File: config.mk
export PLATFORM = sky130hd
export DESIGN_NAME = pi1_upconverter
export DESIGN_NICKNAME = d
export VERILOG_FILES = /design/src/source/mem_pkg.sv /design/src/source/pi1_bus_pkg.sv /design/src/source/pi1_upconverter.sv
export VERILOG_INCLUDE_DIRS = /design/src /design/src/source
export SDC_FILE = /design/constraint.sdc
export NUM_CORES = 1
export LEC_CHECK = 0
export BUFFER_PORTS_ARGS = -buffer_cell sky130_fd_sc_hd__buf_2
export CAP_MARGIN = 0
export CORE_AREA = 2 2 89 91
export DETAILED_ROUTE_END_ITERATION = 8
export DIE_AREA = 0 0 91 93
export GPL_ROUTABILITY_DRIVEN = 0
export REMOVE_ABC_BUFFERS = 1
export SLEW_MARGIN = 20
export SYNTH_ARGS = -nofsm -noshare
export SYNTH_HDL_FRONTEND = slang
export SYNTH_SLANG_ARGS = --single-unit
File: constraint.sdc
create_clock -name clk_i -period 1.6 [get_ports clk_i]
set_clock_uncertainty 0.15 [all_clocks]
set_input_delay 0.48 -clock clk_i [delete_from_list [all_inputs] [get_ports clk_i]]
set_output_delay 0.48 -clock clk_i [all_outputs]
set_load 0.005 [all_outputs]
File: src/source/pi1_config.svh
// pi1 memory subsystem sizes
`ifndef PI1_CONFIG_SVH
`define PI1_CONFIG_SVH

// Data width of the narrow master port.
`define PI1_NARROW_BITS 32

// Data width of the RAM and of the wide bus.
`define PI1_WIDE_BITS 64

`define PI1_WADDR_BITS 8 // Wide word address for 256 words.
`define PI1_NADDR_BITS (`PI1_WADDR_BITS + 1) // Narrow words are half as wide.

`define PI1_NSEL_BITS (`PI1_NARROW_BITS / 8)
`define PI1_WSEL_BITS (`PI1_WIDE_BITS / 8)

`define PI1_RAM_DEPTH (1 << `PI1_WADDR_BITS)

`endif

File: src/source/mem_pkg.sv
// On-chip RAM types
`include "pi1_config.svh"

package mem_pkg;

	// One RAM word.
	typedef logic [`PI1_WIDE_BITS-1:0] mem_word_t;

	// Byte enables, one per byte of a word.
	typedef logic [`PI1_WSEL_BITS-1:0] mem_be_t;

	// Word index into the RAM.
	typedef logic [`PI1_WADDR_BITS-1:0] mem_index_t;

endpackage

File: src/source/pi1_bus_pkg.sv
// pi1 bus operations and requests
`include "pi1_config.svh"

package pi1_bus_pkg;

	// Swap returns the old word and stores the new one.
	typedef enum logic [1:0] {
		PI1_OP_NOP   = 2'd0,
		PI1_OP_WRITE = 2'd1,
		PI1_OP_READ  = 2'd2,
		PI1_OP_SWAP  = 2'd3
	} pi1_op_t;

	// Request from the 32-bit master; the address counts 32-bit words.
	typedef struct packed {
		pi1_op_t                      op;
		logic [`PI1_NADDR_BITS-1:0]   addr;
		logic [`PI1_NARROW_BITS-1:0]  data;
		logic [`PI1_NSEL_BITS-1:0]    sel;
	} pi1_nreq_t;

	// Request on the 64-bit side.
	typedef struct packed {
		pi1_op_t                      op;
		logic [`PI1_WADDR_BITS-1:0]   addr;
		logic [`PI1_WIDE_BITS-1:0]    data;
		logic [`PI1_WSEL_BITS-1:0]    sel;
	} pi1_wreq_t;

endpackage

File: src/source/pi1_upconverter.sv
// pi1 32-to-64 bit upconverter
`timescale 1ns/10ps
`include "pi1_config.svh"

module pi1_upconverter (
	input  logic                         clk_i,
	input  logic                         reset_i,

	input  pi1_bus_pkg::pi1_nreq_t       m_req_i,
	output logic [`PI1_NARROW_BITS-1:0]  m_data_o,
	output logic                         m_rdy_o,

	output pi1_bus_pkg::pi1_wreq_t       s_req_o,
	input  mem_pkg::mem_word_t           s_data_i,
	input  logic                         s_rdy_i
);

	logic lane;   // Upper half of the wide word when set.
	logic lane_q;

	assign lane = m_req_i.addr[0];

	always_comb begin
		s_req_o.op   = m_req_i.op;
		s_req_o.addr = m_req_i.addr[`PI1_NADDR_BITS-1:1];
		s_req_o.data = mem_pkg::mem_word_t'(m_req_i.data) << (lane ? `PI1_NARROW_BITS : 0);
		s_req_o.sel  = mem_pkg::mem_be_t'(m_req_i.sel) << (lane ? `PI1_NSEL_BITS : 0);
	end

	// The lane is taken on every ready cycle, so it matches the last accepted request.
	always_ff @(posedge clk_i) begin
		if (reset_i) begin
			lane_q <= 1'b0;
		end else if (s_rdy_i) begin
			lane_q <= lane;
		end
	end

	always_comb begin
		if (lane_q) begin
			m_data_o = s_data_i[`PI1_WIDE_BITS-1 -: `PI1_NARROW_BITS];
		end else begin
			m_data_o = s_data_i[`PI1_NARROW_BITS-1:0];
		end
	end

	assign m_rdy_o = s_rdy_i;

	// A store that reaches the wide side must touch at least one byte of its lane.
	a_store_has_sel : assert property (
		@(posedge clk_i) disable iff (reset_i)
		(s_rdy_i && (s_req_o.op == pi1_bus_pkg::PI1_OP_WRITE
			|| s_req_o.op == pi1_bus_pkg::PI1_OP_SWAP))
		|-> (|s_req_o.sel)
	);

endmodule

== After elaboration in Yosys (flattened, before gate mapping) ==
Cells that the tools add are included.
Word-level totals
  register bits after elaboration: 1
  output and inout port bits: 115
  word-level logic and storage cells: 6
Operators by class
  shift operators: 2
  muxes and demuxes: 3
Operators by type and width (number)
  32-bit by 6-bit left shift with 64-bit output: 1
  32-bit 2-to-1 mux: 1
  4-bit by 3-bit left shift with 8-bit output: 1
  6-bit 2-to-1 mux: 1
  3-bit 2-to-1 mux: 1

== Depth between registers and ports, before layout ==
  depth after elaboration: 2
  mapped depth: 4

== Worst setup path after synthesis ==
Ideal clock, no wire load.
  path kind: input to output
  start: input m_req_i[36] (netlist bit)
  end: output s_req_o[4] (netlist bit)
  arrival: 0.938 ns
  data required time: 0.970 ns
  path slack: 0.032 ns
  cell stages on the path: 3
  buffers on the path: 2
  cell sequence: clkbuf_2 -> buf_2 -> and2_1
RTL lines
  start, declared: line pi1_upconverter.sv:9  | input pi1_bus_pkg::pi1_nreq_t m_req_i,
  end, declared: line pi1_upconverter.sv:13  | output pi1_bus_pkg::pi1_wreq_t s_req_o,

==> impl_results.md <==
* First-pass GRT wire length at 7640 µm
* Antenna diodes at 0
* CP endpoint kind: primary output
* CP delay by family, top: buffers and inverters
* GR Util met2 at 0.209
* Least-Margin Pin Slew at 204 ps
* Top Registers: lane_q (1)
* Remaining DRCs at 0
* Most area-hungry cell type in the Yosys netlist: mux2_4
* DIE HEIGHT at 93 µm
* Grt ovf at 0
* Final setup viols at 97
* Die ar. at 0.00846 mm²
* Share of post-route cells with drive strength above 1 at 0.892
* Setup WS pre-CTS at -127 ps
* Combinational share of power at 0.964
* Endpoint, Worst Hold: lane_q
* Core Area at 0.00753 mm²
* WHS at 487 ps
* Worst Path Buf+Inv at 3
* Final Cycle Share at 1.04
* Leakage power at 1.69 nW
* Status: complete, but fails checks
* Number of max-cap violations at 0
* Reg with most FFs: lane_q
* Final Hold Viols at 0
* GR Util met3 at 0.0282
* Min-delay worst type: in -> reg
* Width of the die at 91 µm
* Hold Crit Start: reset_i
* Reg-to-Reg Start: lane_q
* Setup crit start kind: input port
* Crit path DAT at 1030 ps
* Reg clk slew, reported paths at 0 ps
* FMAX at 603 MHz
* Worst Setup SP: m_req_i[36]
* Flop pwr share at 0.036
* FILL cells at 750
* Placed Instance Area at 0.00220 mm²
* Data required time of the worst path at 970 ps
* Clock power frac at 0
* Seq/Total Area, Yosys at 0.0174
* Slowest cell on the critical path: clkbuf_16
* Multi-input gate area at 0.00109 mm²
* Mapped cell area at 0.00115 mm²
* Synthesized instance count at 130
* GR Util All Layers at 0.106
* FF/Latch Area at 23.8 µm²
* Pint at 0.604 mW
* Initial drt markers at 9
* Yosys cell types at 12
* Final #Nets at 449
* Yosys warns at 0
* Initial antenna violation count at 0
* First-pass iteration count of the detailed router at 2
* Crit path time final at 1660 ps
* Via Count at 1,729
* Worst path max stage delay at 170 ps
* Initial Util at 0.152
* RSZ-0062 raised after global routing: yes
* Area growth, synth to finish at 165%
* R2r endpoint: lane_q
* Peak supply drop at 0.120 mV
* Worst-path cell chain: buf_16 -> clkbuf_16 -> nor2b_1 -> buf_2
* Final WS setup at -59.0 ps
* Detail Placement HPWL at 4400 µm
* Largest net degree at the start of global routing at 20
* Commonest non-fill, non-tap cell in the layout: buf_2
* Sw Ratio at 0.315
* Yosys top cell area share at 0.379
* Antenna Nets Post-Route at 0
* Vias per Instance at 3.97
* Port-buffer cells at 208
* Switching power at 0.278 mW
* Crit-path max FO at 8
* DR WL/cell at 14.2 µm
* R2R setup slack at 420 ps
* Kind of critical path: in -> out
* Slew Limit Headroom at 0.860
* Most frequent cells in the layout: buf_2 (150), buf_6 (59), mux2_4 (32)
* Vias in the first global route at 1,660
* Worst-skew pair later-pin latency at 0 ps
* Placement Rows at 32
* Hold Buf Count CTS at 0
* Design area at 0.00304 mm²
* Pwr per Cell Area at 290 mW/mm²
* Failing checks: setup timing
* Met1 Usage GRT at 0.120
* Hold depth at 2
* I/O Pins at 229
* Mean Syn Cell Area at 8.83 µm²
* Area contributors post-synth: mux2_4 (38%), and2_1 (20%), nor2b_1 (20%), buf_4 (7.2%), buf_12 (5.2%)
* Pins Over Slew Limit at 0
* Worst R2R Path Depth at 4
* Most Crowded Layer GR: met2
* Synthesized flop and latch total at 1
* Detailed Route WL at 6180 µm
* Number of flip-flops in the largest register at 1
## layer usage
layer | vias up | part of all wire
met2 | 150 | 0.54
met4 | 0 | 0
met1 | 762 | 0.36
met5 | - | 0
li1 | 817 | -
met3 | 0 | 0.10
## timing repair
| item | CTS | global route |
|---|---|---|
| gates cloned | 4 | 8 |
| gates resized for setup | 40 | 71 |
| buffers inserted | 1 | 1 |
| setup endpoints to repair | 94 | 100 |
## power by group through the flow
stage / registers (mW) / clock network, mW / logic (mW)
detailed placement: 0.0296 / 0 / 0.565
global route: 0.0321 / 0 / 0.905
floorplan: 0.0456 / 0 / 0.212
CTS: 0.0307 / 0 / 0.670
global placement: 0.0296 / 0 / 0.557
finish: 0.0316 / 0 / 0.850
## worst max path at each step
stage,cells after the start,end,slack [ps]
6_report,4,s_req_o[17],-60
5_1_grt,4,s_req_o[17],-80
4_1_cts,4,s_req_o[8],-50
3_5_place_dp,4,s_req_o[6],-130
3_3_place_gp,4,s_req_o[6],-100
2_1_floorplan,1,m_data_o[0],-820
## layout make-up
| type | instances | area share |
|---|---|---|
| timing repair buffer | 226 | 0.592 |
| tap | 102 | 0.0420 |
| multi-input combinational | 106 | 0.359 |
| sequential | 1 | 0.00782 |
## cells in the mapped netlist, drive strengths merged
library cell  count
mux2             32
mux2i             1
nor2              1
nor2b            36
and2             36
dfxtp             1
buf              22
clkbuf            1
## worst register-to-register path, stage by stage (launching register included)
cell,delay [ps]
dfxtp_4,360
clkbuf_16,170
buf_4,130
mux2i_1,180
nor2_1,60
## through the flow
step	power, mW	TNS [ps]	util	cells
CTS	0.701	-1840	0.331	426
global route	0.937	-4070	0.404	435
finish	0.882	-2020	0.404	435
detailed placement	0.594	-4010	0.293	421
floorplan	0.258	-24150	-	107
global placement	0.587	-3410	0.293	421
## cells by family after synthesis
logic type	after synthesis	synth area share
buffers and inverters	23	0.169
and+or+nand+nor	73	0.396
DFF	1	0.0174
muxes	33	0.418
(Power assumes the default switching activity.)
