File: src/source/pi1_config.svh
// pi1 memory subsystem sizes
`ifndef PI1_CONFIG_SVH
`define PI1_CONFIG_SVH

// Data width of the narrow master port.
`define PI1_NARROW_BITS 32

// Data width of the RAM and of the wide bus.
`define PI1_WIDE_BITS 64

`define PI1_WADDR_BITS 8 // Wide word address for 256 words.
`define PI1_NADDR_BITS (`PI1_WADDR_BITS + 1) // Narrow words are half as wide.

`define PI1_NSEL_BITS (`PI1_NARROW_BITS / 8)
`define PI1_WSEL_BITS (`PI1_WIDE_BITS / 8)

`define PI1_RAM_DEPTH (1 << `PI1_WADDR_BITS)

`endif

File: src/source/mem_pkg.sv
// On-chip RAM types
`include "pi1_config.svh"

package mem_pkg;

	// One RAM word.
	typedef logic [`PI1_WIDE_BITS-1:0] mem_word_t;

	// Byte enables, one per byte of a word.
	typedef logic [`PI1_WSEL_BITS-1:0] mem_be_t;

	// Word index into the RAM.
	typedef logic [`PI1_WADDR_BITS-1:0] mem_index_t;

endpackage

File: src/source/pi1_bus_pkg.sv
// pi1 bus operations and requests
`include "pi1_config.svh"

package pi1_bus_pkg;

	// Swap returns the old word and stores the new one.
	typedef enum logic [1:0] {
		PI1_OP_NOP   = 2'd0,
		PI1_OP_WRITE = 2'd1,
		PI1_OP_READ  = 2'd2,
		PI1_OP_SWAP  = 2'd3
	} pi1_op_t;

	// Request from the 32-bit master; the address counts 32-bit words.
	typedef struct packed {
		pi1_op_t                      op;
		logic [`PI1_NADDR_BITS-1:0]   addr;
		logic [`PI1_NARROW_BITS-1:0]  data;
		logic [`PI1_NSEL_BITS-1:0]    sel;
	} pi1_nreq_t;

	// Request on the 64-bit side.
	typedef struct packed {
		pi1_op_t                      op;
		logic [`PI1_WADDR_BITS-1:0]   addr;
		logic [`PI1_WIDE_BITS-1:0]    data;
		logic [`PI1_WSEL_BITS-1:0]    sel;
	} pi1_wreq_t;

endpackage

File: src/source/pi1_arbiter.sv
// Two-port pi1 arbiter
`timescale 1ns/10ps

module pi1_arbiter (
	input  logic                    clk_i,
	input  logic                    reset_i,

	input  pi1_bus_pkg::pi1_wreq_t  a_req_i,
	output mem_pkg::mem_word_t      a_data_o,
	output logic                    a_rdy_o,

	input  pi1_bus_pkg::pi1_wreq_t  b_req_i,
	output mem_pkg::mem_word_t      b_data_o,
	output logic                    b_rdy_o,

	output pi1_bus_pkg::pi1_wreq_t  s_req_o,
	input  mem_pkg::mem_word_t      s_data_i,
	input  logic                    s_rdy_i
);

	logic a_want;
	logic b_want;
	logic a_win;
	logic b_win;
	logic a_load;
	logic b_load;

	logic prio_b_q; // Port B wins the next contested cycle.
	logic ret_a_q;  // The slave data in this cycle belongs to port A.
	logic ret_b_q;

	mem_pkg::mem_word_t a_data_q;
	mem_pkg::mem_word_t b_data_q;

	assign a_want = (a_req_i.op != pi1_bus_pkg::PI1_OP_NOP);
	assign b_want = (b_req_i.op != pi1_bus_pkg::PI1_OP_NOP);

	assign a_win = a_want && (!b_want || !prio_b_q);
	assign b_win = b_want && !a_win;

	assign s_req_o = b_win ? b_req_i : a_req_i;

	// An idle port simply sees the slave's ready.
	assign a_rdy_o = s_rdy_i && (a_win || !a_want);
	assign b_rdy_o = s_rdy_i && (b_win || !b_want);

	assign a_load = s_rdy_i && a_win && (a_req_i.op == pi1_bus_pkg::PI1_OP_READ
		|| a_req_i.op == pi1_bus_pkg::PI1_OP_SWAP);
	assign b_load = s_rdy_i && b_win && (b_req_i.op == pi1_bus_pkg::PI1_OP_READ
		|| b_req_i.op == pi1_bus_pkg::PI1_OP_SWAP);

	always_ff @(posedge clk_i) begin
		if (reset_i) begin
			prio_b_q <= 1'b0;
			ret_a_q  <= 1'b0;
			ret_b_q  <= 1'b0;
		end else begin
			if (s_rdy_i && a_want && b_want) begin
				prio_b_q <= a_win; // The winner yields next time.
			end
			ret_a_q <= a_load;
			ret_b_q <= b_load;
		end
	end

	// Each port keeps its own copy, since the slave data moves on with the other port's reads.
	always_ff @(posedge clk_i) begin
		if (reset_i) begin
			a_data_q <= '0;
			b_data_q <= '0;
		end else begin
			if (ret_a_q) begin
				a_data_q <= s_data_i;
			end
			if (ret_b_q) begin
				b_data_q <= s_data_i;
			end
		end
	end

	assign a_data_o = ret_a_q ? s_data_i : a_data_q;
	assign b_data_o = ret_b_q ? s_data_i : b_data_q;

	// Whenever the slave takes a request, exactly one port was accepted for it.
	a_one_accept : assert property (
		@(posedge clk_i) disable iff (reset_i)
		(s_rdy_i && s_req_o.op != pi1_bus_pkg::PI1_OP_NOP)
		|-> ((a_want && a_rdy_o) != (b_want && b_rdy_o))
	);

endmodule

File: config.mk
export PLATFORM = sky130hd
export DESIGN_NAME = pi1_arbiter
export DESIGN_NICKNAME = d
export VERILOG_FILES = /design/src/source/mem_pkg.sv /design/src/source/pi1_bus_pkg.sv /design/src/source/pi1_arbiter.sv
export VERILOG_INCLUDE_DIRS = /design/src /design/src/source
export SDC_FILE = /design/constraint.sdc
export NUM_CORES = 1
export LEC_CHECK = 0
export ABC_AREA = 1
export BUFFER_PORTS_ARGS = -buffer_cell sky130_fd_sc_hd__buf_4
export CAP_MARGIN = 20
export CORE_AREA = 3 3 171 173
export DETAILED_ROUTE_END_ITERATION = 10
export DIE_AREA = 0 0 174 176
export SETUP_SLACK_MARGIN = 0.2
export SYNTH_ARGS = -nofsm -noshare
export SYNTH_HDL_FRONTEND = slang
export SYNTH_SLANG_ARGS = --single-unit
File: constraint.sdc
create_clock -name clk_i -period 2.1 [get_ports clk_i]
set_clock_uncertainty 0.1 [all_clocks]
set_input_delay 0.42 -clock clk_i [delete_from_list [all_inputs] [get_ports clk_i]]
set_output_delay 0.42 -clock clk_i [all_outputs]
set_load 0.03 [all_outputs]
Word-level counts from Yosys, hierarchy flattened
Index checks and enable logic that the tools add are counted.
{"block": "word_totals", "ff_bits": 131, "inputBits": 231, "out_inout_bits": 212}
{"block": "op_classes", "n_eq_ne": 4, "n_mux": 3, "reduce_logical": 21}
{"operator": "$mux 64", "n": 2}
{"operator": "$mux 82", "n": 1}
{"operator": "$logic_and 1x1->1", "n": 10}
{"operator": "$eq 2x2->1 const B", "n": 4}
{"operator": "$logic_or 1x1->1", "n": 5}
{"operator": "$logic_not 1->1", "n": 4}
{"operator": "$reduce_bool 2->1", "n": 2}

Depth between registers and ports, before layout
{"block": "logic_depth", "ltp_word": 8, "depth_mapped": 7}

Worst setup path after synthesis
Ideal clock, no wire load.
{"block": "synth_timing", "path_type": "input -> output", "start": "input port a_req_i[81] (netlist bit)", "end": "output port s_req_o[81] (netlist bit)", "arrival_time_ps": 1543, "path_slack_ps": 37, "stages": 4, "path_cell_list": "nor2_1 -> o21ai_2 -> buf_4 -> o21ai_0"}
{"item": "start, declared", "line_no": "pi1_arbiter.sv:8", "source": "input pi1_bus_pkg::pi1_wreq_t a_req_i,"}
{"item": "end, declared", "line_no": "pi1_arbiter.sv:16", "source": "output pi1_bus_pkg::pi1_wreq_t s_req_o,"}

==> flow_metrics.tcl <==
set metrics [dict create \
    outcome "finished, violations left" \
    violations "negative setup slack" \
    grt-ovfl-total 0 \
    cts_sinks 131 \
    row_count 61 \
    critPathMaxFanout 5 \
    dr.pass1.iters 5 \
    synthArstFlopShare 0 \
    crit_path_top_delay_cell "dfxtp_4" \
    synth_top_area_share 0.437 \
    drt_iter0_drc 490 \
    synth.most_common_cell "nand2_1" \
    drc_errors 0 \
    cts_hold_buf 0 \
    yosysTopAreaCell "dfxtp_1" \
    fp.dieH_um 176 \
    dp.cells 1750 \
    crit_path_frequent_cell "buf_6" \
    cts_tree "built" \
    drv_slew 0 \
    synthTopCellsByCount "nand2_1 (631), dfxtp_1 (131), a21oi_1 (129)" \
    dieArea_mm2 0.0306 \
    ys_warn_count 0 \
    synth_nets 1199 \
    grt_use_total 0.202 \
    start_kind "flip-flop" \
    power_mw 8.61 \
    synthTopCellsByArea "dfxtp_1 (44%), nand2_1 (39%), a21oi_1 (11%), buf_2 (2.2%), clkbuf_1 (1.1%)" \
    cap_violations 0 \
    clk_latency_ns 0.41 \
    synth-seq-cells 131 \
    initial_core_util 0.216 \
    antenna_found_initial 4 \
    period_needed_ns 2.19 \
    drive_above_1_share 0.605 \
    tightest_slew_ns 0.312 \
    instances_no_fill 1887 \
    crit_family "buffers and inverters" \
    avgSynthCellArea_um2 6.20 \
    worst_ep_arrival_time_ns 1.67 \
    path_cells "o21ai_4, buf_6, buf_12, clkbuf_16, nand2_1, nand2_2, buf_6" \
    startpoint "prio_b_q" \
    synth_area_mm2 0.00600 \
    yosysSeqAreaShare 0.437 \
    leakage_nw 7.38 \
    stdcell_area_mm2 0.0145 \
    netlist_instances 968 \
    fin_hold_ws_ns 0.176 \
    area_growth_pct 142 \
    hold_violations 0 \
    ant_nets 0 \
    drt-total-wl_um 37600 \
    powerDensity_mw_per_mm2 593 \
    viasPerCell 4.59 \
    hp-class "in -> reg" \
    grt_max_degree 69 \
    utilization 0.523 \
    fp.coreArea_mm2 0.0278 \
    cp-end-kind "primary output" \
    clk_pin_slew_ns 0.06 \
    dpl_worst_slack_ns -0.0181 \
    cts-htree-levels 4 \
    die_w_um 174 \
    synth_cell_type_count 16 \
    relSlewSlack 0.792 \
    min_period_over_period 1.04 \
    io_pins 443 \
    crit_buf_inv 4 \
    gp_congestion 0.952 \
    timing.rr.start "ret_a_q" \
    required_ns 1.58 \
    layout_setup_ws_ns -0.0921 \
    critPathMaxStageDelay_ns 0.35 \
    synth_edf_count 0 \
    fin_setup_tns_ns -3.89 \
    fmax_mhz 456 \
    numCtsBuffers 17 \
    placed_cell_area_mm2 0.00978 \
    nNetsFinal 1726 \
    min-delay-start "a_req_i[81]" \
    rsz0062_at_grt "true" \
    vias 8660 \
    cts_max_path_buffers 2 \
    yosys_most_used_dff "dfxtp_1" \
    wire_per_inst_um 19.9 \
    portBuffers 442 \
    crit_type "reg -> out" \
    clockRootBuffer "clkbuf_16" \
    place_hpwl_um 22700 \
    setup_viol 84 \
    grt_pass1_vias 8241 \
    grt_first_pass_wirelength_um 47500 \
    peakVddDrop_mv 0.445 \
]
worst reg2reg max path: stages, from the launching register on:
cell,delay [ns]
dfxtp_4,0.38
buf_12,0.16
inv_12,0.08
buf_8,0.13
buf_16,0.15
nand2_4,0.06
buf_4,0.12
buf_4,0.12
a21oi_1,0.14
cell type report:
type | count | area, µm²
Tap cell | 378 | 473
Inverter | 9 | 61.3
Antenna cell | 1 | 2.50
Clock inverter | 14 | 176
Sequential cell | 131 | 2630
Clock buffer | 18 | 439
Fill cell | 2519 | 13300
Multi-Input combinational cell | 771 | 4620
Timing Repair inverter | 2 | 36.3
Timing Repair Buffer | 563 | 6080
cells by family (layout without fill, tap and decap cells):
family	Yosys count	after routing	share of synthesized area
other	0	1	0
buffers and inverters	66	606	0.0511
DFF	131	131	0.437
and+or+nand+nor	639	639	0.401
AOI/OAI and AO/OA	132	132	0.111
repair_timing:
item                       CTS  global route
cloned                      19            22
setup buffers               33            30
resized for setup          422           318
pin swaps                   61            48
setup endpoints to repair  210           212
sequential cells by signal, summed over array words and instances, names as in the netlist:
name and cells:
b_data_q 64, prio_b_q 1, ret_a_q 1, a_data_q 64
ret_b_q 1
final timing paths:
kind	to	slack [ns]	cells past startpoint
setup / recovery	s_req_o[19]	-0.09	7
hold / removal	ret_a_q	0.18	3
setup reg to reg	a_data_q[18]	0.57	8
hold reg to reg	b_data_q[39]	0.37	2
report_power, final:
| part | leakage, nW | internal (mW) | total (mW) | switching, mW |
|---|---|---|---|---|
| registers | 1.06 | 2.55 | 2.59 | 0.0414 |
| logic | 6.02 | 1.33 | 2.91 | 1.58 |
| clock network | 0.298 | 1.92 | 3.12 | 1.20 |
placed cells by master, fill, tap and decap left out, types with 3 or more instances in the layout:
| cell type | netlist | layout |
|---|---|---|
| clkinv_4 | 0 | 3 |
| clkbuf_16 | 0 | 32 |
| buf_8 | 0 | 10 |
| buf_16 | 0 | 23 |
| nand2_8 | 0 | 6 |
| buf_6 | 0 | 197 |
| bufinv_16 | 0 | 3 |
| nand2_1 | 631 | 323 |
| nand2_2 | 0 | 164 |
| dfxtp_4 | 0 | 3 |
| buf_4 | 7 | 293 |
| buf_12 | 0 | 25 |
| a21oi_1 | 129 | 129 |
| dfxtp_1 | 131 | 128 |
| nand2_4 | 0 | 138 |
| inv_1 | 5 | 5 |
| inv_6 | 0 | 4 |
| nor2_1 | 5 | 5 |
metal layers:
layer,up-vias,wire length (µm),track usage
met4,6,1670,0.0751
li1,4088,-,-
met5,-,40,0
met2,416,19900,0.373
met1,4053,13000,0.208
met3,97,2960,0.0757
No activity file was read; power rests on OpenSTA's default activity.
